File: src/aluPkg.sv
`default_nettype none

package aluPkg;

  // Operand and result width
  localparam int dataWidth = 32;

  // Index of the sign bit
  localparam int signBit = dataWidth - 1;

  // Shift amount comes from the low bits of b
  localparam int shamtWidth = $clog2(dataWidth);

  // Leading-bit count spans 0 to dataWidth inclusive
  localparam int countWidth = $clog2(dataWidth + 1);

  // Operation code width
  localparam int opWidth = 4;

  typedef logic [dataWidth-1:0]  data_t;   // Operands and result
  typedef logic [shamtWidth-1:0] shamt_t;  // Shift amount
  typedef logic [countWidth-1:0] count_t;  // Leading ones or zeros

  // Codes 0 to 11 belong to the arithmetic unit
  // and 12 to 15 to the shift and bit-count unit
  typedef enum logic [opWidth-1:0]
  {
    opAnd  = 4'd0,
    opOr   = 4'd1,
    opXor  = 4'd2,
    opNand = 4'd3,
    opNor  = 4'd4,
    opXnor = 4'd5,
    opAddU = 4'd6,   // Carry out
    opSubU = 4'd7,   // Borrow in carry
    opAddS = 4'd8,   // Signed overflow
    opSubS = 4'd9,
    opSlt  = 4'd10,
    opSltu = 4'd11,
    opSllv = 4'd12,
    opSrlv = 4'd13,
    opClo  = 4'd14,
    opClz  = 4'd15
  } aluOp_t;

endpackage

`default_nettype wire

File: src/aluArith.sv
`timescale 1ns/1ns
`default_nettype none

module aluArith
(
  input  logic           clk,
  input  logic           rst,
  input  logic           opValid,
  input  aluPkg::aluOp_t op,
  input  aluPkg::data_t  a,
  input  aluPkg::data_t  b,
  output logic           arithValid,
  output aluPkg::data_t  arithResult,
  output logic           arithCarry,
  output logic           arithOverflow
);

  logic                       claim;
  logic [aluPkg::dataWidth:0] sumWide;   // Carry out in top bit
  logic [aluPkg::dataWidth:0] diffWide;  // Borrow in top bit
  logic                       addOverflow;
  logic                       subOverflow;
  logic                       lessSigned;
  logic                       lessUnsigned;
  aluPkg::data_t              nextResult;
  logic                       nextCarry;
  logic                       nextOverflow;

  // Everything from opAnd up to opSltu is ours
  assign claim = (op <= aluPkg::opSltu);

  // One adder and one subtractor serve signed and unsigned forms
  assign sumWide  = {1'b0, a} + {1'b0, b};
  assign diffWide = {1'b0, a} - {1'b0, b};

  // Same signs in, different sign out
  assign addOverflow = (a[aluPkg::signBit] == b[aluPkg::signBit]) &&
                       (sumWide[aluPkg::signBit] != a[aluPkg::signBit]);

  // Different signs in, result sign flips away from a
  assign subOverflow = (a[aluPkg::signBit] != b[aluPkg::signBit]) &&
                       (diffWide[aluPkg::signBit] != a[aluPkg::signBit]);

  // Sign of a - b, corrected when the subtraction overflowed
  assign lessSigned   = diffWide[aluPkg::signBit] ^ subOverflow;
  assign lessUnsigned = diffWide[aluPkg::dataWidth];  // Borrow

  always_comb
  begin
    nextResult   = '0;
    nextCarry    = 1'b0;
    nextOverflow = 1'b0;
    case (op)
      aluPkg::opAnd:  nextResult = a & b;
      aluPkg::opOr:   nextResult = a | b;
      aluPkg::opXor:  nextResult = a ^ b;
      aluPkg::opNand: nextResult = ~(a & b);
      aluPkg::opNor:  nextResult = ~(a | b);
      aluPkg::opXnor: nextResult = ~(a ^ b);
      aluPkg::opAddU:
      begin
        nextResult = sumWide[aluPkg::signBit:0];
        nextCarry  = sumWide[aluPkg::dataWidth];
      end
      aluPkg::opSubU:
      begin
        nextResult = diffWide[aluPkg::signBit:0];
        nextCarry  = diffWide[aluPkg::dataWidth];  // 1 when a < b
      end
      aluPkg::opAddS:
      begin
        nextResult   = sumWide[aluPkg::signBit:0];
        nextOverflow = addOverflow;
      end
      aluPkg::opSubS:
      begin
        nextResult   = diffWide[aluPkg::signBit:0];
        nextOverflow = subOverflow;
      end
      aluPkg::opSlt:  nextResult = {{aluPkg::signBit{1'b0}}, lessSigned};
      aluPkg::opSltu: nextResult = {{aluPkg::signBit{1'b0}}, lessUnsigned};
      default:        nextResult = '0;  // Shift unit ops
    endcase
  end

  // Strobe only for claimed ops
  always_ff @(posedge clk)
  begin
    if (rst)
      arithValid <= 1'b0;
    else
      arithValid <= opValid && claim;
  end

  // Payload holds between strobes
  always_ff @(posedge clk)
  begin
    if (opValid && claim)
    begin
      arithResult   <= nextResult;
      arithCarry    <= nextCarry;
      arithOverflow <= nextOverflow;
    end
  end

endmodule

`default_nettype wire

File: src/aluBitCount.sv
`timescale 1ns/1ns
`default_nettype none

module aluBitCount
(
  input  logic           clk,
  input  logic           rst,
  input  logic           opValid,
  input  aluPkg::aluOp_t op,
  input  aluPkg::data_t  a,
  input  aluPkg::data_t  b,
  output logic           shiftValid,
  output aluPkg::data_t  shiftResult
);

  logic           claim;
  aluPkg::shamt_t shamt;
  aluPkg::data_t  scanWord;
  aluPkg::count_t leadCount;
  aluPkg::data_t  countWide;
  aluPkg::data_t  nextResult;

  // Upper four codes belong here
  assign claim = (op >= aluPkg::opSllv);

  // Amount from low bits of b only
  assign shamt = b[aluPkg::shamtWidth-1:0];

  // Counting leading zeros is counting leading ones of ~a
  assign scanWord = (op == aluPkg::opClo) ? a : ~a;

  // Priority scan from bit 31 down
  // The highest clear bit decides the count
  always_comb
  begin
    leadCount = aluPkg::count_t'(aluPkg::dataWidth);  // All ones case
    for (int i = 0; i < aluPkg::dataWidth; i++)
    begin
      if (!scanWord[i])
        leadCount = aluPkg::count_t'(aluPkg::signBit - i);
    end
  end

  assign countWide = {{(aluPkg::dataWidth - aluPkg::countWidth){1'b0}}, leadCount};

  always_comb
  begin
    case (op)
      aluPkg::opSllv: nextResult = a << shamt;
      aluPkg::opSrlv: nextResult = a >> shamt;  // Logical, zero fill
      aluPkg::opClo,
      aluPkg::opClz:  nextResult = countWide;
      default:        nextResult = '0;          // Arithmetic unit ops
    endcase
  end

  always_ff @(posedge clk)
  begin
    if (rst)
      shiftValid <= 1'b0;
    else
      shiftValid <= opValid && claim;
  end

  // Result register, loads on claimed ops only
  always_ff @(posedge clk)
  begin
    if (opValid && claim)
      shiftResult <= nextResult;
  end

endmodule

`default_nettype wire

File: src/aluResultMerge.sv
`timescale 1ns/1ns
`default_nettype none

module aluResultMerge
(
  input  logic          clk,
  input  logic          rst,
  input  logic          arithValid,
  input  aluPkg::data_t arithResult,
  input  logic          arithCarry,
  input  logic          arithOverflow,
  input  logic          shiftValid,
  input  aluPkg::data_t shiftResult,
  output logic          resValid,
  output aluPkg::data_t result,
  output logic          carryFlag,
  output logic          overflowFlag,
  output logic          zeroFlag,
  output logic          negativeFlag
);

  logic          anyClaim;
  aluPkg::data_t selResult;
  logic          selCarry;
  logic          selOverflow;
  logic          selZero;
  logic          selNegative;

  // At most one unit claims per cycle
  assign anyClaim = arithValid || shiftValid;

  // Pick by strobe, no op decode needed here
  assign selResult = arithValid ? arithResult : shiftResult;

  // Shift unit never sets carry or overflow
  assign selCarry    = arithValid && arithCarry;
  assign selOverflow = arithValid && arithOverflow;

  // Flags shared by every operation
  assign selZero     = (selResult == '0);
  assign selNegative = selResult[aluPkg::signBit];

  always_ff @(posedge clk)
  begin
    if (rst)
      resValid <= 1'b0;
    else
      resValid <= anyClaim;
  end

  // Outputs hold their last values between strobes
  always_ff @(posedge clk)
  begin
    if (anyClaim)
    begin
      result       <= selResult;
      carryFlag    <= selCarry;
      overflowFlag <= selOverflow;
      zeroFlag     <= selZero;
      negativeFlag <= selNegative;
    end
  end

endmodule

`default_nettype wire

File: src/aluTop.sv
`timescale 1ns/1ns
`default_nettype none

module aluTop
(
  input  logic           clk,
  input  logic           rst,
  input  logic           opValid,
  input  aluPkg::aluOp_t op,
  input  aluPkg::data_t  a,
  input  aluPkg::data_t  b,
  output logic           resValid,
  output aluPkg::data_t  result,
  output logic           carryFlag,
  output logic           overflowFlag,
  output logic           zeroFlag,
  output logic           negativeFlag
);

  // Stage 1 to stage 2
  logic          arithValid;
  aluPkg::data_t arithResult;
  logic          arithCarry;
  logic          arithOverflow;
  logic          shiftValid;
  aluPkg::data_t shiftResult;

  // Both units see every op and claim their own
  aluArith i_arith
  (
    .clk           (clk),
    .rst           (rst),
    .opValid       (opValid),
    .op            (op),
    .a             (a),
    .b             (b),
    .arithValid    (arithValid),
    .arithResult   (arithResult),
    .arithCarry    (arithCarry),
    .arithOverflow (arithOverflow)
  );

  aluBitCount i_bitCount
  (
    .clk         (clk),
    .rst         (rst),
    .opValid     (opValid),
    .op          (op),
    .a           (a),
    .b           (b),
    .shiftValid  (shiftValid),
    .shiftResult (shiftResult)
  );

  aluResultMerge i_merge
  (
    .clk           (clk),
    .rst           (rst),
    .arithValid    (arithValid),
    .arithResult   (arithResult),
    .arithCarry    (arithCarry),
    .arithOverflow (arithOverflow),
    .shiftValid    (shiftValid),
    .shiftResult   (shiftResult),
    .resValid      (resValid),
    .result        (result),
    .carryFlag     (carryFlag),
    .overflowFlag  (overflowFlag),
    .zeroFlag      (zeroFlag),
    .negativeFlag  (negativeFlag)
  );

endmodule

`default_nettype wire
File: config.mk
export PLATFORM = sky130hd
export DESIGN_NAME = aluTop
export DESIGN_NICKNAME = d
export VERILOG_FILES = /design/src/aluPkg.sv /design/src/aluArith.sv /design/src/aluBitCount.sv /design/src/aluResultMerge.sv /design/src/aluTop.sv
export SDC_FILE = /design/constraint.sdc
export NUM_CORES = 1
export LEC_CHECK = 0
export ABC_AREA = 1
export ABC_CLOCK_PERIOD_IN_PS = 4000
export BUFFER_PORTS_ARGS = -buffer_cell sky130_fd_sc_hd__buf_2
export CORE_MARGIN = 1.5
export CORE_UTILIZATION = 45
export CTS_CLUSTER_DIAMETER = 50
export DETAILED_ROUTE_END_ITERATION = 10
export PLACE_DENSITY = 0.66
export SLEW_MARGIN = 0
export SYNTH_ARGS = -nofsm -noshare
export SYNTH_HDL_FRONTEND = slang
export SYNTH_SLANG_ARGS = --single-unit
File: constraint.sdc
create_clock -name clk -period 4 [get_ports clk]
set_clock_uncertainty 0.1 [all_clocks]
set_input_delay 0.2 -clock clk [delete_from_list [all_inputs] [get_ports clk]]
set_output_delay 0.2 -clock clk [all_outputs]
set_load 0.02 [all_outputs]
### Yosys cells after proc, flatten, opt, wreduce, memory -nomap -nowiden

Index checks and enable logic that the tools add are counted.

* bits in registers: 105
* latch bits: 0
* bits in writable memories: 0
* memory bits (read-only): 0
* input bits: 71
* memories: 0

* add/sub/neg operators: 2
* multipliers: 0
* div/mod/pow operators: 0
* $lt $le $gt $ge: 2
* eq/ne operators: 19
* shift-type cells: 2
* mux-type cells: 38
* bitwise operators: 8
* reductions and logical operators: 12

Operator list (number)
* 32-bit one-hot mux with 10 select lines: 1
* 6-bit two-way mux: 32
* 32-bit NOT: 4
* 32-bit one-hot mux with 3 select lines: 1
* 32-bit two-way mux: 2
* 32-bit by 32-bit adder with 33-bit output: 1
* 32-bit by 32-bit subtractor with 33-bit output: 1
* 32-bit AND: 1
* 4-bit == test, second input constant: 8
* 32-bit zero test: 1
* 32-bit OR: 1
* 32-bit by 5-bit << shifter with 32-bit output: 1
* 32-bit by 5-bit >> shifter with 32-bit output: 1
* 32-bit XOR: 1
* 4-bit by 3-bit == test with 1-bit output, second input constant: 4
* 4-bit by 2-bit == test with 1-bit output, second input constant: 2
* 1-bit logical AND: 6
* 2-bit OR reduction: 3
* 4-bit by 1-bit == test with 1-bit output, second input constant: 1
* 4-bit >= comparator, second input constant: 1
* 4-bit <= comparator, second input constant: 1
* 4-bit zero test: 1
* 1-bit one-hot mux with 2 select lines: 2
* 1-bit inequality test: 3
* other kinds (3): 3

### Longest topological paths before layout

Gate-level depths: netlist of the first run.

* depth after elaboration: 35
* mapped depth: 37
* depth with buffers taken out: 37

### By module

Synthesis of the first run repeated with hierarchy kept, for this count alone.

* cells, all modules: 2471
* area total of the unflattened synthesis: 14689.1 µm²

By module, submodules not included
* aluArith: instances 1, cells an instance 1462, area an instance 8271.7 µm², sequential area each 1041.0 µm²
* aluBitCount: instances 1, cells an instance 830, area an instance 4728.3 µm², sequential area each 980.9 µm²
* aluResultMerge: instances 1, cells an instance 179, area an instance 1689.1 µm², sequential area each 1071.0 µm²

### Least setup slack after synthesis of the first run

No wires, ideal clock.

* path kind: input port to flip-flop
* from: in b[3]
* to: reg i_arith.arithOverflow (data pin)
* arrival: 3518 ps
* required time: 3645 ps
* setup slack: 127 ps
* stages on the path: 21
* path buffers: 3
* cell sequence: clkbuf_1 > clkinv_1 > clkbuf_1 > clkbuf_1 > ha_1 > nor2_1 > a21oi_2 > inv_2 > nand2_1 > nand2_1 > a21boi_2 > inv_2 > nand2_1 > nand2_2 > a21boi_4 > o221ai_1 > a21oi_1 > o21ai_0 > fa_1 > xor2_1 > a31o_1

* cells in the longest elaborated chain, start to end: 4

Ends and longest elaborated chain
* start, declared: RTL line aluTop.sv:11 `input aluPkg::data_t b,`
* 32-bit by 32-bit subtractor with 33-bit output or 32-bit by 32-bit adder with 33-bit output (tied branches): RTL line aluArith.sv:34, aluArith.sv:33
* 1-bit inequality test (on tied branches): RTL line aluArith.sv:42, aluArith.sv:38
* 1-bit logical AND (on tied branches): RTL line aluArith.sv:41, aluArith.sv:37
* 1-bit one-hot mux with 2 select lines *: RTL line aluArith.sv:53 `case (op)`
* via i_arith.nextOverflow: RTL line aluArith.sv:27 `logic nextOverflow;`
* end signal, assigned: RTL line aluArith.sv:102 `arithOverflow <= nextOverflow;`
* end, declared: RTL line aluArith.sv:15 `output logic arithOverflow`

The timed path passes the listed nets; every way through them passes the cells marked *.
A chain may end at the register's enable or synchronous reset.

### Worst setup path after layout of the first run

* from: in b[2]
* to: reg i_arith.arithResult[25] (data pin)

* cells in the longest elaborated chain, start to end: 2

Ends and longest elaborated chain
* 32-bit by 32-bit subtractor with 33-bit output or 32-bit by 32-bit adder with 33-bit output (tied branches): RTL line aluArith.sv:34, aluArith.sv:33
* 32-bit one-hot mux with 10 select lines *: RTL line aluArith.sv:53
* via i_arith.nextResult[25]: RTL line aluArith.sv:25 `aluPkg::data_t nextResult;`
* end signal, assigned: RTL line aluArith.sv:100 `arithResult <= nextResult;`
* end, declared: RTL line aluArith.sv:13 `output aluPkg::data_t arithResult,`

Marked as above.

==> impl_results.md, run 1 <==
- Die area: 0.0290 mm²
- Largest net degree at the start of global routing: 76
- Non-Filler Instances: 2347
- # clock sinks: 104
- Post-cts resize count: 0
- Post-CTS Hold Buffers: 1
- Via count of the first global-routing pass: 12400
- # placed instances: 2330
- Share of layout cells above drive strength 1: 0.124
- CTS buffer count: 9
- CTS tree: built
- GPL Wtd Cong: 1.02
- Via Count: 13800
- Initial Util: 0.456
- Synth Instances: 1897
- Routed length per instance: 21.2 µm
- MaxCap Viol Count: 0
- Post-Syn Area per Cell: 6.64 µm²
- Diode count: 0
- Area after DPL: 0.0136 mm²
- Worst Hold Endpoint: i_bitCount.shiftValid
- Crit-path cells: buf_2, clkinv_1, ha_1, buf_4, nand3_1, nand2_1, a31oi_2, o21ai_2, a21boi_2, o21ai_1, a21boi_2, o21ai_2, a21boi_1, o21ai_2, a21boi_2, o21ai_1, nand3_1, nand2_1, nand2_1, nand3_1, nand3_1
- Reg-to-Reg End: i_merge.zeroFlag
- Max_slew headroom: 0.207
- Port bufs: 107
- Gr usage total: 0.343
- HP Class: primary input to flop
- Slew @ Worst Pin: 1190 ps
- Pre-CTS WS: 264 ps
- Max stage delay on crit path: 390 ps
- Slowest cell on the critical path: ha_1
- Global-route wire length before repair: 74.7 mm
- Pleak: 6.45 nW
- Setup bufs post-CTS: 0
- Root Driver: clkbuf_16
- IR Drop Worst-Case VDD: 0.000200 V
- Synthesized cell area: 0.0126 mm²
- Cells on worst reg2reg path: 8
- Core ar.: 0.0276 mm²
- Syn. warnings: 0
- DRT Pass-1 Iters: 5
- RR Startpoint: i_arith.arithValid
- Antenna viol nets, final: 0
- IO Pins: 108
- Crit path kind: primary input to flop
- Critical Path Source Type: primary input
- Synth Register Bits: 104
- Max Slew Vio Count: 0
- Gr ovfl total: 0
- Worst path buffer plus inverter count: 3
- Synth Net Count: 2068
- EDFF count, synth: 101
- Arr. time, crit path: 3430 ps
- Worst path most repeated cell: nand3_1
- Max Clk Rate: 292 MHz
- H-tree lvl count: 3
- Die Height: 170 µm
- Crit path max fanout: 7
- Setup_tns: 0 ps
- Min Clock Period, post-route: 3420 ps
- Hold path start: opValid
- Clock Latency Late Sink: 370 ps
- Row cnt: 61
- P&R area growth vs syn: 10.6%
- Final instance area: 0.0139 mm²
- CP required: 4010 ps
- RSZ-0062 raised after global routing: no
- Post-synth cell types: 63
- FF-to-FF setup slack: 1850 ps
- CP delay by family, top: compound AO/OA/AOI/OAI gates
- Hold path cells: 3
- Clock-pin slew on the worst setup and hold paths: 90 ps
- Nets: 2135
- Initial antenna violation count: 2
- Ys flop type: edfxtp_1
- Vias/cell: 5.88
- Worst-case clock buffer depth: 2
- CP endpoint kind: flop
- Sequential fraction of the synthesis area: 0.246
- PwrDens: 270 mW/mm²
- Total Wirelength: 49.7 mm
- Final setup viols: 0
- DRT iter0 DRCs: 1538
- Die Span X: 170 µm
- Final period utilization: 0.855
- Placed wire-length estimate: 39.6 mm
- Most frequent cells in the layout: 482 x nand2_1, 213 x inv_1, 200 x o21ai_0
- Async S/R FF share, synth: 0
- Leading cell type in the layout, fill and taps excluded: nand2_1
- Final-report hold violation count: 0
- Worst Setup Slack, final: 580 ps
- Outcome: completed
- # DRC: 0
==> where the power goes <==
| part | total, mW | switching, mW | internal, mW |
|---|---|---|---|
| Clock | 0.947 | 0.487 | 0.459 |
| Sequential | 1.36 | 0.0464 | 1.31 |
| Combinational | 1.45 | 1.01 | 0.438 |
==> worst max path at each step <==
stage                     from                       to  slack [ps]  depth (start not counted)
after global placement    a[0]   i_arith.arithResult[0]         320                         24
after detailed placement  b[2]    i_arith.arithOverflow         260                         21
final                     b[2]  i_arith.arithResult[25]         580                         21
after CTS                 b[2]    i_arith.arithOverflow         660                         21
after global routing      b[2]  i_arith.arithResult[25]         290                         21
after floorplan           b[3]    i_arith.arithOverflow         130                         21
==> kinds of logic (layout without fill, tap and decap cells) <==
family | Yosys count | count (layout) | synth area share
compound gates | 557 | 557 | 0.268
xor+xnor | 37 | 37 | 0.0314
fa+ha+maj | 100 | 100 | 0.101
buf+inv | 340 | 412 | 0.106
flops | 104 | 104 | 0.246
mux | 6 | 6 | 0.00477
simple gates | 753 | 753 | 0.243
==> worst reg2reg max path: cells and delay by family (launching register included) <==
kind | cells | cell delay (ps)
and+or+nand+nor | 5 | 940
buffers and inverters | 3 | 650
DFF | 1 | 320
==> cell type report <==
cell class | instances | area (µm²)
repair buffers | 161 | 956
clock inverters | 7 | 96.3
well taps | 378 | 473
clock buffers | 9 | 225
flip-flops and latches | 104 | 3090
fillers | 2936 | 13700
multi-input cells | 1453 | 8180
inverters | 235 | 895
==> cells in the mapped netlist (10+ instances only) <==
master | instances | area [µm²]
nand2_1 | 482 | 1810
inv_1 | 213 | 800
o21ai_0 | 200 | 1000
a21oi_1 | 155 | 776
nor2_1 | 145 | 544
edfxtp_1 | 101 | 3030
ha_1 | 97 | 1210
clkbuf_1 | 88 | 330
nand3_1 | 75 | 375
o22ai_1 | 31 | 194
xor2_1 | 29 | 254
o211ai_1 | 21 | 158
a2111oi_0 | 19 | 166
o221ai_1 | 19 | 166
a31oi_1 | 13 | 81.3
o21ai_1 | 13 | 65.1
a221oi_1 | 11 | 96.3
inv_2 | 11 | 41.3
clkinv_1 | 10 | 37.5
nand4_1 | 10 | 62.6
nor3_1 | 10 | 50.1
==> metal layers <==
metal	global-route usage	wire length, µm	up-vias
met3	0.0460	4440	109
met4	0.151	2390	4
met1	0.471	21400	6378
met5	0	27	-
li1	-	-	6581
met2	0.538	21500	726
==> metrics by stage <==
step / utilization / power (mW) / hold WS [ps]
finish: 0.504 / 3.75 / 82.2
global placement: 0.492 / 2.78 / 312
global route: 0.504 / 3.94 / 90.8
detailed placement: 0.492 / 2.79 / 324
floorplan: - / 2.29 / 169
CTS: 0.504 / 3.72 / 67.7
==> flip-flops by register name, summed over array words and instances (netlist names) <==
signal,cells
i_arith.arithResult,32
i_bitCount.shiftResult,32
i_merge.result,32
i_arith.arithCarry,1
i_arith.arithOverflow,1
i_arith.arithValid,1
i_bitCount.shiftValid,1
i_merge.carryFlag,1
i_merge.overflowFlag,1
i_merge.resValid,1
i_merge.zeroFlag,1
Note: power is estimated with default switching activity, not from simulation.
==> run 2, diff against run 1 <==
--- a/config.mk
+++ b/config.mk
@@ -5,7 +5,6 @@
 export SDC_FILE = /design/constraint.sdc
 export NUM_CORES = 1
 export LEC_CHECK = 0
-export ABC_AREA = 1
 export ABC_CLOCK_PERIOD_IN_PS = 4000
 export BUFFER_PORTS_ARGS = -buffer_cell sky130_fd_sc_hd__buf_2
 export CORE_MARGIN = 1.5
==> run 2 against run 1 <==
Highest routed layer is now met4. Count of clock-buffer cells in the layout is 3 higher. Critical endpoint is now i_arith.arithOverflow. Register-to-register slack improved by 130 ps. Sequential share of layout area decreased by 1.4 points. Largest cell class unchanged. Global-route usage is 0.94 points lower. Area after synthesis rose by 4.7%. Total power up 4.0%. Clock power is 13% lower. Routed wire length up 4.0%. Synthesized cell count down 11%.
==> impl_results.md, run 2 <==
- Outcome: completed (unchanged)
- Final-report hold violation count: 0 (unchanged)
- Via Count: 13900 (was 13800)
- Port bufs: 107 (unchanged)
- Filler Cell Count: 2794 (was 2936)
- PwrDens: 263 mW/mm² (was 270 mW/mm²)
- Row cnt: 62 (was 61)
- P&R area growth vs syn: 12.8% (was 10.6%)
- Gr ovfl total: 0 (unchanged)
- Worst-case clock buffer depth: 2 (unchanged)
- Synth top cells by count: 195 x nor2_1, 149 x nand2_1, 147 x a21oi_1, 138 x o21ai_0, 121 x mux2i_1 (was 482 x nand2_1, 213 x inv_1, 200 x o21ai_0, 155 x a21oi_1, 145 x nor2_1)
- CTS tree: built (unchanged)
- Placed wire-length estimate: 40.9 mm (was 39.6 mm)
- Routed length per instance: 23.8 µm (was 21.2 µm)
- CP required: 3990 ps (was 4010 ps)
- Core ar.: 0.0288 mm² (was 0.0276 mm²)
- Count leader, synth: nor2_1 (was nand2_1)
- GR peak layer: met2 (unchanged)
- Clock Latency Late Sink: 340 ps (was 370 ps)
- Sequential fraction of the synthesis area: 0.235 (was 0.246)
- Global-route wire length before repair: 77.7 mm (was 74.7 mm)
- Post-synth cell types: 84 (was 63)
- Combinational Power Share: 0.448 (was 0.386)
- Synth Net Count: 1851 (was 2068)
- Antenna viol nets, final: 0 (unchanged)
- Syn. warnings: 0 (unchanged)
- Area leader, netlist: edfxtp_1 (unchanged)
- Met3 global-route usage: 0.0525 (was 0.0460)
- Post-Syn Area per Cell: 7.84 µm² (was 6.64 µm²)
- Area share of the leading cell type in the synthesized netlist: 0.230 (was 0.241)
- DRT iter0 DRCs: 1695 (was 1538)
- Met1 usage: 0.448 (was 0.471)
- IO Pins: 108 (unchanged)
- Pint: 2.41 mW (was 2.21 mW)
- Share of layout cells above drive strength 1: 0.174 (was 0.124)
- # placed instances: 2159 (was 2330)
- Critical Path Source Type: primary input (unchanged)
- Vias/cell: 6.40 (was 5.88)
- Hold path start: opValid (unchanged)
- Leading cell type in the layout, fill and taps excluded: nor2_1 (was nand2_1)
- EDFF count, synth: 101 (unchanged)
- Diode count: 0 (unchanged)
- Clock power share: 0.211 (was 0.252)
- IR Drop Worst-Case VDD: 0.000197 V (was 0.000200 V)
- # DRC: 0 (unchanged)
- Ys flop type: edfxtp_1 (unchanged)
- Non-Filler Instances: 2175 (was 2347)
- Via count of the first global-routing pass: 12800 (was 12400)
- Max Slew Vio Count: 0 (unchanged)
- Synth Instances: 1680 (was 1897)
- Top Registers: i_arith.arithResult x32, i_bitCount.shiftResult x32, i_merge.result x32 (unchanged)
- NetSw: 1.49 mW (was 1.55 mW)
- Setup_tns: 0 ps (unchanged)
- Die area: 0.0303 mm² (was 0.0290 mm²)
- Most frequent cells in the layout: 195 x nor2_1, 149 x nand2_1, 146 x a21oi_1 (was 482 x nand2_1, 213 x inv_1, 200 x o21ai_0)
- Final hold slack: 80.4 ps (was 82.2 ps)
- Pleak: 6.14 nW (was 6.45 nW)
- Reg area: 0.00309 mm² (unchanged)
- Slew @ Worst Pin: 947 ps (was 1190 ps)
- CTS buffer count: 9 (unchanged)
- Die Height: 174 µm (was 170 µm)
- Arr. time, crit path: 3700 ps (was 3430 ps)
- Max Clk Rate: 269 MHz (was 292 MHz)
- GPL Wtd Cong: 1.02 (about the same)
- Initial antenna violation count: 1 (was 2)
- Setup bufs post-CTS: 0 (unchanged)
- Area of the multi-input gates: 0.00923 mm² (was 0.00818 mm²)
- Synth Register Bits: 104 (unchanged)
- Clock-pin slew on the worst setup and hold paths: 60 ps (was 90 ps)
- Nets: 1958 (was 2135)
- Synthesized cell area: 0.0132 mm² (was 0.0126 mm²)
- H-tree lvl count: 3 (unchanged)
- Root Driver: clkbuf_16 (unchanged)
- Crit path kind: primary input to flop (unchanged)
- Die Span X: 174 µm (was 170 µm)
- Initial Util: 0.458 (was 0.456)
- Crit path max fanout: 3 (was 7)
- # clock sinks: 104 (unchanged)
- DRT Pass-1 Iters: 6 (was 5)
- MaxCap Viol Count: 0 (unchanged)
- Post-CTS Hold Buffers: 1 (unchanged)
- Min Clock Period, post-route: 3710 ps (was 3420 ps)
- Sw frac: 0.383 (was 0.412)
- Final period utilization: 0.928 (was 0.855)
- Ranking of synthesized cells by area: edfxtp_1 23%, ha_1 9.2%, mux2i_1 9.2%, a21oi_1 5.6%, nor2_1 5.6% (was edfxtp_1 24%, nand2_1 14%, ha_1 9.6%, o21ai_0 8.0%, inv_1 6.4%)
- CP endpoint kind: flop (unchanged)
- Async S/R FF share, synth: 0 (unchanged)
- Post-cts resize count: 0 (unchanged)
- Largest net degree at the start of global routing: 80 (was 76)
- Max_slew headroom: 0.367 (was 0.207)
- Gr usage total: 0.334 (was 0.343)
- Grt met2 use: 0.518 (was 0.538)
- RSZ-0062 raised after global routing: no (unchanged)
- Total Wirelength: 51.7 mm (was 49.7 mm)
- RR Startpoint: i_arith.arithValid (unchanged)
- HP Class: primary input to flop (unchanged)
- Final setup viols: 0 (unchanged)
- Sequential Power Share: 0.340 (was 0.361)
- Crit. Startpoint: b[1] (was b[2])
-- run 2: changes by cell type after synthesis, moves of 50 or more --
cell / delta
nand3_1: -52
o21ai_0: -62
mux2i_1: +115
nand2_1: -333
nor2_1: +50
inv_1: -125
-- run 2: cells by family after synthesis --
group	synth area share
AOI/OAI and AO/OA	0.284
xor gates and xnor gates	0.0153
adders and majority gates	0.0967
buffers and inverters	0.0652
DFF	0.235
muxes	0.136
and+or+nand+nor	0.169
-- run 2: through the flow --
stage	worst slack, ps	util	total power, mW	cell area (µm²)
6_report	287	0.516	3.90	14900
5_1_grt	119	0.516	4.07	14900
4_1_cts	422	0.516	3.85	14900
3_5_place_dp	89.9	0.506	3.04	14600
3_3_place_gp	173	0.506	3.03	14600
2_1_floorplan	44.4	-	2.43	13200
-- run 2: final timing paths --
path | endpoint | slack [ps] | cells after the start
worst max-delay path | i_arith.arithOverflow | 290 | 16
worst min-delay path | i_arith.arithValid | 80 | 3
worst min register to register | i_merge.carryFlag | 450 | 1
worst max register to register | i_merge.zeroFlag | 1980 | 5
-- run 2: routing by layer --
layer / vias up / wire (µm)
met2: 801 / 22400
met3: 129 / 4820
met4: 0 / 2940
met5: - / 0
met1: 6568 / 21600
li1: 6427 / -
-- run 2: layout make-up --
class                   count  area share
multi-input cells        1354       0.621
repair buffers            225      0.0962
flip-flops and latches    104       0.208
inverters                  93      0.0235
clock buffers              12      0.0159
well taps                 384      0.0323
clock inverters             3     0.00295
-- run 2: power groups by stage --
| stage | clock [mW] | combinational [mW] | sequential (mW) |
|---|---|---|---|
| floorplan | 0 | 1.04 | 1.39 |
| global placement | 0 | 1.68 | 1.35 |
| detailed placement | 0 | 1.68 | 1.35 |
| CTS | 0.830 | 1.69 | 1.33 |
| global route | 0.875 | 1.86 | 1.34 |
| finish | 0.824 | 1.75 | 1.33 |
-- run 2: worst max-delay path, stage by stage --
cell and delay (ps):
buf_4 80, clkinv_1 70, ha_1 320, o21bai_1 220, a21oi_1 140, o21ai_1 210, nand4_1 220, a41oi_1 330
o41ai_2 120, o31ai_1 260, buf_4 160, a21oi_1 60, o31ai_1 250, fa_1 500, xnor2_1 150, o41ai_1 390
==> run 3, diff against run 2 <==
--- a/config.mk
+++ b/config.mk
@@ -8,11 +8,12 @@
 export ABC_CLOCK_PERIOD_IN_PS = 4000
 export BUFFER_PORTS_ARGS = -buffer_cell sky130_fd_sc_hd__buf_2
 export CORE_MARGIN = 1.5
-export CORE_UTILIZATION = 45
+export CORE_UTILIZATION = 57
 export CTS_CLUSTER_DIAMETER = 50
 export DETAILED_ROUTE_END_ITERATION = 10
-export PLACE_DENSITY = 0.66
+export PLACE_DENSITY = 0.8
 export SLEW_MARGIN = 0
 export SYNTH_ARGS = -nofsm -noshare
 export SYNTH_HDL_FRONTEND = slang
+export SYNTH_HIERARCHICAL = 1
 export SYNTH_SLANG_ARGS = --single-unit
==> run 3 against run 2 <==
Global-route usage up 9.6 points. Die area shrank 15%. Register-to-register slack got worse by 430 ps. Final area is 3.8% higher. Combinational power about the same. Highest routed layer is now met5.
==> impl_results.md, run 3 <==
- Row cnt: 57 (was 62)
- P&R area growth vs syn: 9.12% (was 12.8%)
- Reg-to-Reg End: i_merge/zeroFlag (was i_merge.zeroFlag)
- EDFF count, synth: 101 (unchanged)
- CP endpoint kind: flop (unchanged)
- Cells on worst reg2reg path: 4 (was 5)
- Largest net degree at the start of global routing: 91 (was 80)
- Die Height: 160 µm (was 174 µm)
- Setup_tns: 0 ps (unchanged)
- Routed length per instance: 26.6 µm (was 23.8 µm)
- Grt met2 use: 0.647 (was 0.518)
- CTS buffer count: 9 (unchanged)
- Slowest cell on the critical path: a2111oi_2 (was fa_1)
- RSZ-0062 raised after global routing: no (unchanged)
- IR Drop Worst-Case VDD: 0.000238 V (was 0.000197 V)
- Final setup viols: 0 (unchanged)
- Max stage delay on crit path: 650 ps (was 500 ps)
- # clock sinks: 104 (unchanged)
- Outcome: completed (unchanged)
- Total Wirelength: 56.3 mm (was 51.7 mm)
- PwrDens: 260 mW/mm² (was 263 mW/mm²)
- Count leader, synth: nor2_1 (unchanged)
- DRT Pass-1 Iters: 7 (was 6)
- Top Registers: i_arith/arithResult x32, i_bitCount/shiftResult x32, i_merge/result x32 (was i_arith.arithResult x32, i_bitCount.shiftResult x32, i_merge.result x32)
- Synthesized cell area: 0.0141 mm² (was 0.0132 mm²)
- Synth Net Count: 1899 (was 1851)
- Die Span X: 160 µm (was 174 µm)
- Initial antenna violation count: 3 (was 1)
- Gr ovfl total: 0 (unchanged)
- Clock-pin slew on the worst setup and hold paths: 90 ps (was 60 ps)
- Post-synth cell types: 91 (was 84)
- Worst Hold Endpoint: i_arith/arithResult[31] (was i_arith.arithValid)
- Port bufs: 107 (unchanged)
- Via count of the first global-routing pass: 13400 (was 12800)
- Global-route wire length before repair: 83.9 mm (was 77.7 mm)
- Filler Cell Count: 2137 (was 2794)
- Arr. time, crit path: 3790 ps (was 3700 ps)
- IO Pins: 108 (unchanged)
- Crit path max fanout: 15 (was 3)
- Async S/R FF share, synth: 0 (unchanged)
- Util after Layout: 0.634 (was 0.516)
- Pleak: 6.27 nW (was 6.14 nW)
- Met3 global-route usage: 0.107 (was 0.0525)
- Worst path most repeated cell: buf_4
- Initial Util: 0.581 (was 0.458)
- CTS tree: built (unchanged)
- DRT iter0 DRCs: 2123 (was 1695)
- GPL Wtd Cong: 1.05 (was 1.02)
- Worst-case clock buffer depth: 2 (unchanged)
- FF-to-FF setup slack: 1550 ps (was 1980 ps)
- Gr usage total: 0.430 (was 0.334)
- Leading cell type in the layout, fill and taps excluded: nor2_1 (unchanged)
- GR peak layer: met2 (unchanged)
- Root Driver: clkbuf_16 (unchanged)
- Final period utilization: 0.912 (was 0.928)
- CP required: 4140 ps (was 3990 ps)
- MaxCap Viol Count: 0 (unchanged)
- H-tree lvl count: 3 (unchanged)
- Final-report hold violation count: 0 (unchanged)
- Antenna viol nets, final: 0 (unchanged)
- Placed wire-length estimate: 42.9 mm (was 40.9 mm)
- Max Clk Rate: 274 MHz (was 269 MHz)
- Post-Syn Area per Cell: 8.18 µm² (was 7.84 µm²)
- Share of layout cells above drive strength 1: 0.190 (was 0.174)
- Nets: 1953 (was 1958)
- Area share of the leading cell type in the synthesized netlist: 0.215 (was 0.230)
- Critical Path Source Type: primary input (unchanged)
- Sequential fraction of the synthesis area: 0.219 (was 0.235)
- Slew @ Worst Pin: 1230 ps (was 947 ps)
- HP Class: primary input to flop (unchanged)
- Crit path kind: primary input to flop (unchanged)
- Vias/cell: 7.06 (was 6.40)
- Area leader, netlist: edfxtp_1 (unchanged)
- Clock Latency Late Sink: 360 ps (was 340 ps)
- Min Clock Period, post-route: 3650 ps (was 3710 ps)
- CP delay by family, top: compound AO/OA/AOI/OAI gates (unchanged)
- Max Slew Vio Count: 0 (unchanged)
- # DRC: 0 (unchanged)
- Most frequent cells in the layout: 169 x nor2_1, 149 x a21oi_1, 127 x nand2_1 (was 195 x nor2_1, 149 x nand2_1, 146 x a21oi_1)
- Synth Register Bits: 104 (unchanged)
- Met1 usage: 0.601 (was 0.448)
- Hold path cells: 2 (was 3)
- Crit-path cells: buf_2, inv_1, ha_1, buf_4, o211ai_1, o21a_1, a2111oi_2, nor2_1, o21ai_1, a31oi_1, nor3_1, buf_4, o31ai_1, a2bb2oi_1, buf_4 (was buf_4, clkinv_1, ha_1, o21bai_1, a21oi_1, o21ai_1, nand4_1, a41oi_1, o41ai_2, o31ai_1, buf_4, a21oi_1, o31ai_1, fa_1, xnor2_1, o41ai_1)
- RR Startpoint: i_arith/arithValid (was i_arith.arithValid)
- Via Count: 14900 (was 13900)
- Synth Instances: 1729 (was 1680)
- Max_slew headroom: 0.178 (was 0.367)
- Die area: 0.0258 mm² (was 0.0303 mm²)
- Ranking of synthesized cells by area: edfxtp_1 21%, ha_1 8.5%, mux2i_1 7.7%, mux4_2 6.1%, a21oi_1 5.3% (was edfxtp_1 23%, ha_1 9.2%, mux2i_1 9.2%, a21oi_1 5.6%, nor2_1 5.6%)
- Syn. warnings: 6 (was 0)
- Worst path buffer plus inverter count: 5 (was 3)
- Ys flop type: edfxtp_1 (unchanged)
- Hold path start: op[3] (was opValid)
- Final hold slack: 357 ps (was 80.4 ps)
- Synth top cells by count: 169 x nor2_1, 149 x a21oi_1, 127 x nand2_1, 109 x mux2i_1, 104 x inv_1 (was 195 x nor2_1, 149 x nand2_1, 147 x a21oi_1, 138 x o21ai_0, 121 x mux2i_1)
- Core ar.: 0.0243 mm² (was 0.0288 mm²)
run 3: cell types whose count changed after synthesis, sizes merged, moves of 21 or more:
cell / delta
buf: +21
nand2: -23
nor2: -26
mux2: +23
mux4: +30
o21ai: -46
run 3: how the worst max path moves through the flow:
stage | endpoint | start | cells past startpoint
after floorplan | i_arith/arithCarry | op[2] | 3
after global placement | i_arith/arithOverflow | a[1] | 16
after detailed placement | i_arith/arithResult[28] | a[3] | 15
after CTS | i_arith/arithOverflow | a[1] | 16
after global routing | i_arith/arithResult[28] | a[3] | 15
final | i_arith/arithResult[28] | a[3] | 15
run 3: stage by stage:
stage	total power, mW	cell area, µm²	std cells	setup WS (ps)
2_1_floorplan	2.51	14100	1729	301
3_3_place_gp	3.08	15100	2095	231
3_5_place_dp	3.10	15100	2095	143
4_1_cts	3.95	15400	2111	505
5_1_grt	4.17	15400	2112	196
6_report	4.01	15400	2113	351
run 3: logic make-up after synthesis:
kind of cell,synth area share
compound gates,0.249
fa+ha+maj,0.0892
mux,0.185
buf+inv,0.0754
xor+xnor,0.00867
simple gates,0.174
flops,0.219
run 3: what timing repair did:
| action | 4_1_cts | 5_1_grt |
|---|---|---|
| hold buffers | 1 | 0 |
| setup buffers | 0 | 0 |
| gates resized for setup | 0 | 0 |
| hold endpoints to repair | 3 | 0 |
| endpoints found under the setup margin | 0 | 0 |
run 3: power by group:
group,internal [mW],switching (mW),leakage (nW)
logic,0.644,1.13,5.20
clock network,0.429,0.427,0.133
registers,1.31,0.0706,0.939
run 3: area by class of cell:
class,instances,area (µm²),area share
sequential,104,3090,0.200
multi-input combinational,1364,10000,0.649
timing repair buffer,195,1230,0.0795
antenna,2,5.00,0.000324
inverter,109,409,0.0265
tap,324,405,0.0263
clock buffer,9,225,0.0146
clock inverter,6,51.3,0.00332
run 3: layer usage:
| layer | up-vias | routed length [µm] |
|---|---|---|
| met5 | - | 18 |
| met4 | 2 | 2360 |
| met3 | 150 | 7290 |
| met2 | 1072 | 24100 |
| met1 | 7081 | 22500 |
| li1 | 6612 | - |
run 3: worst reg2reg max path: stages, from the launching register on:
cell     delay, ps
dfxtp_1       1000
buf_4          380
mux2_4         330
nor4_1         310
and3_1         200
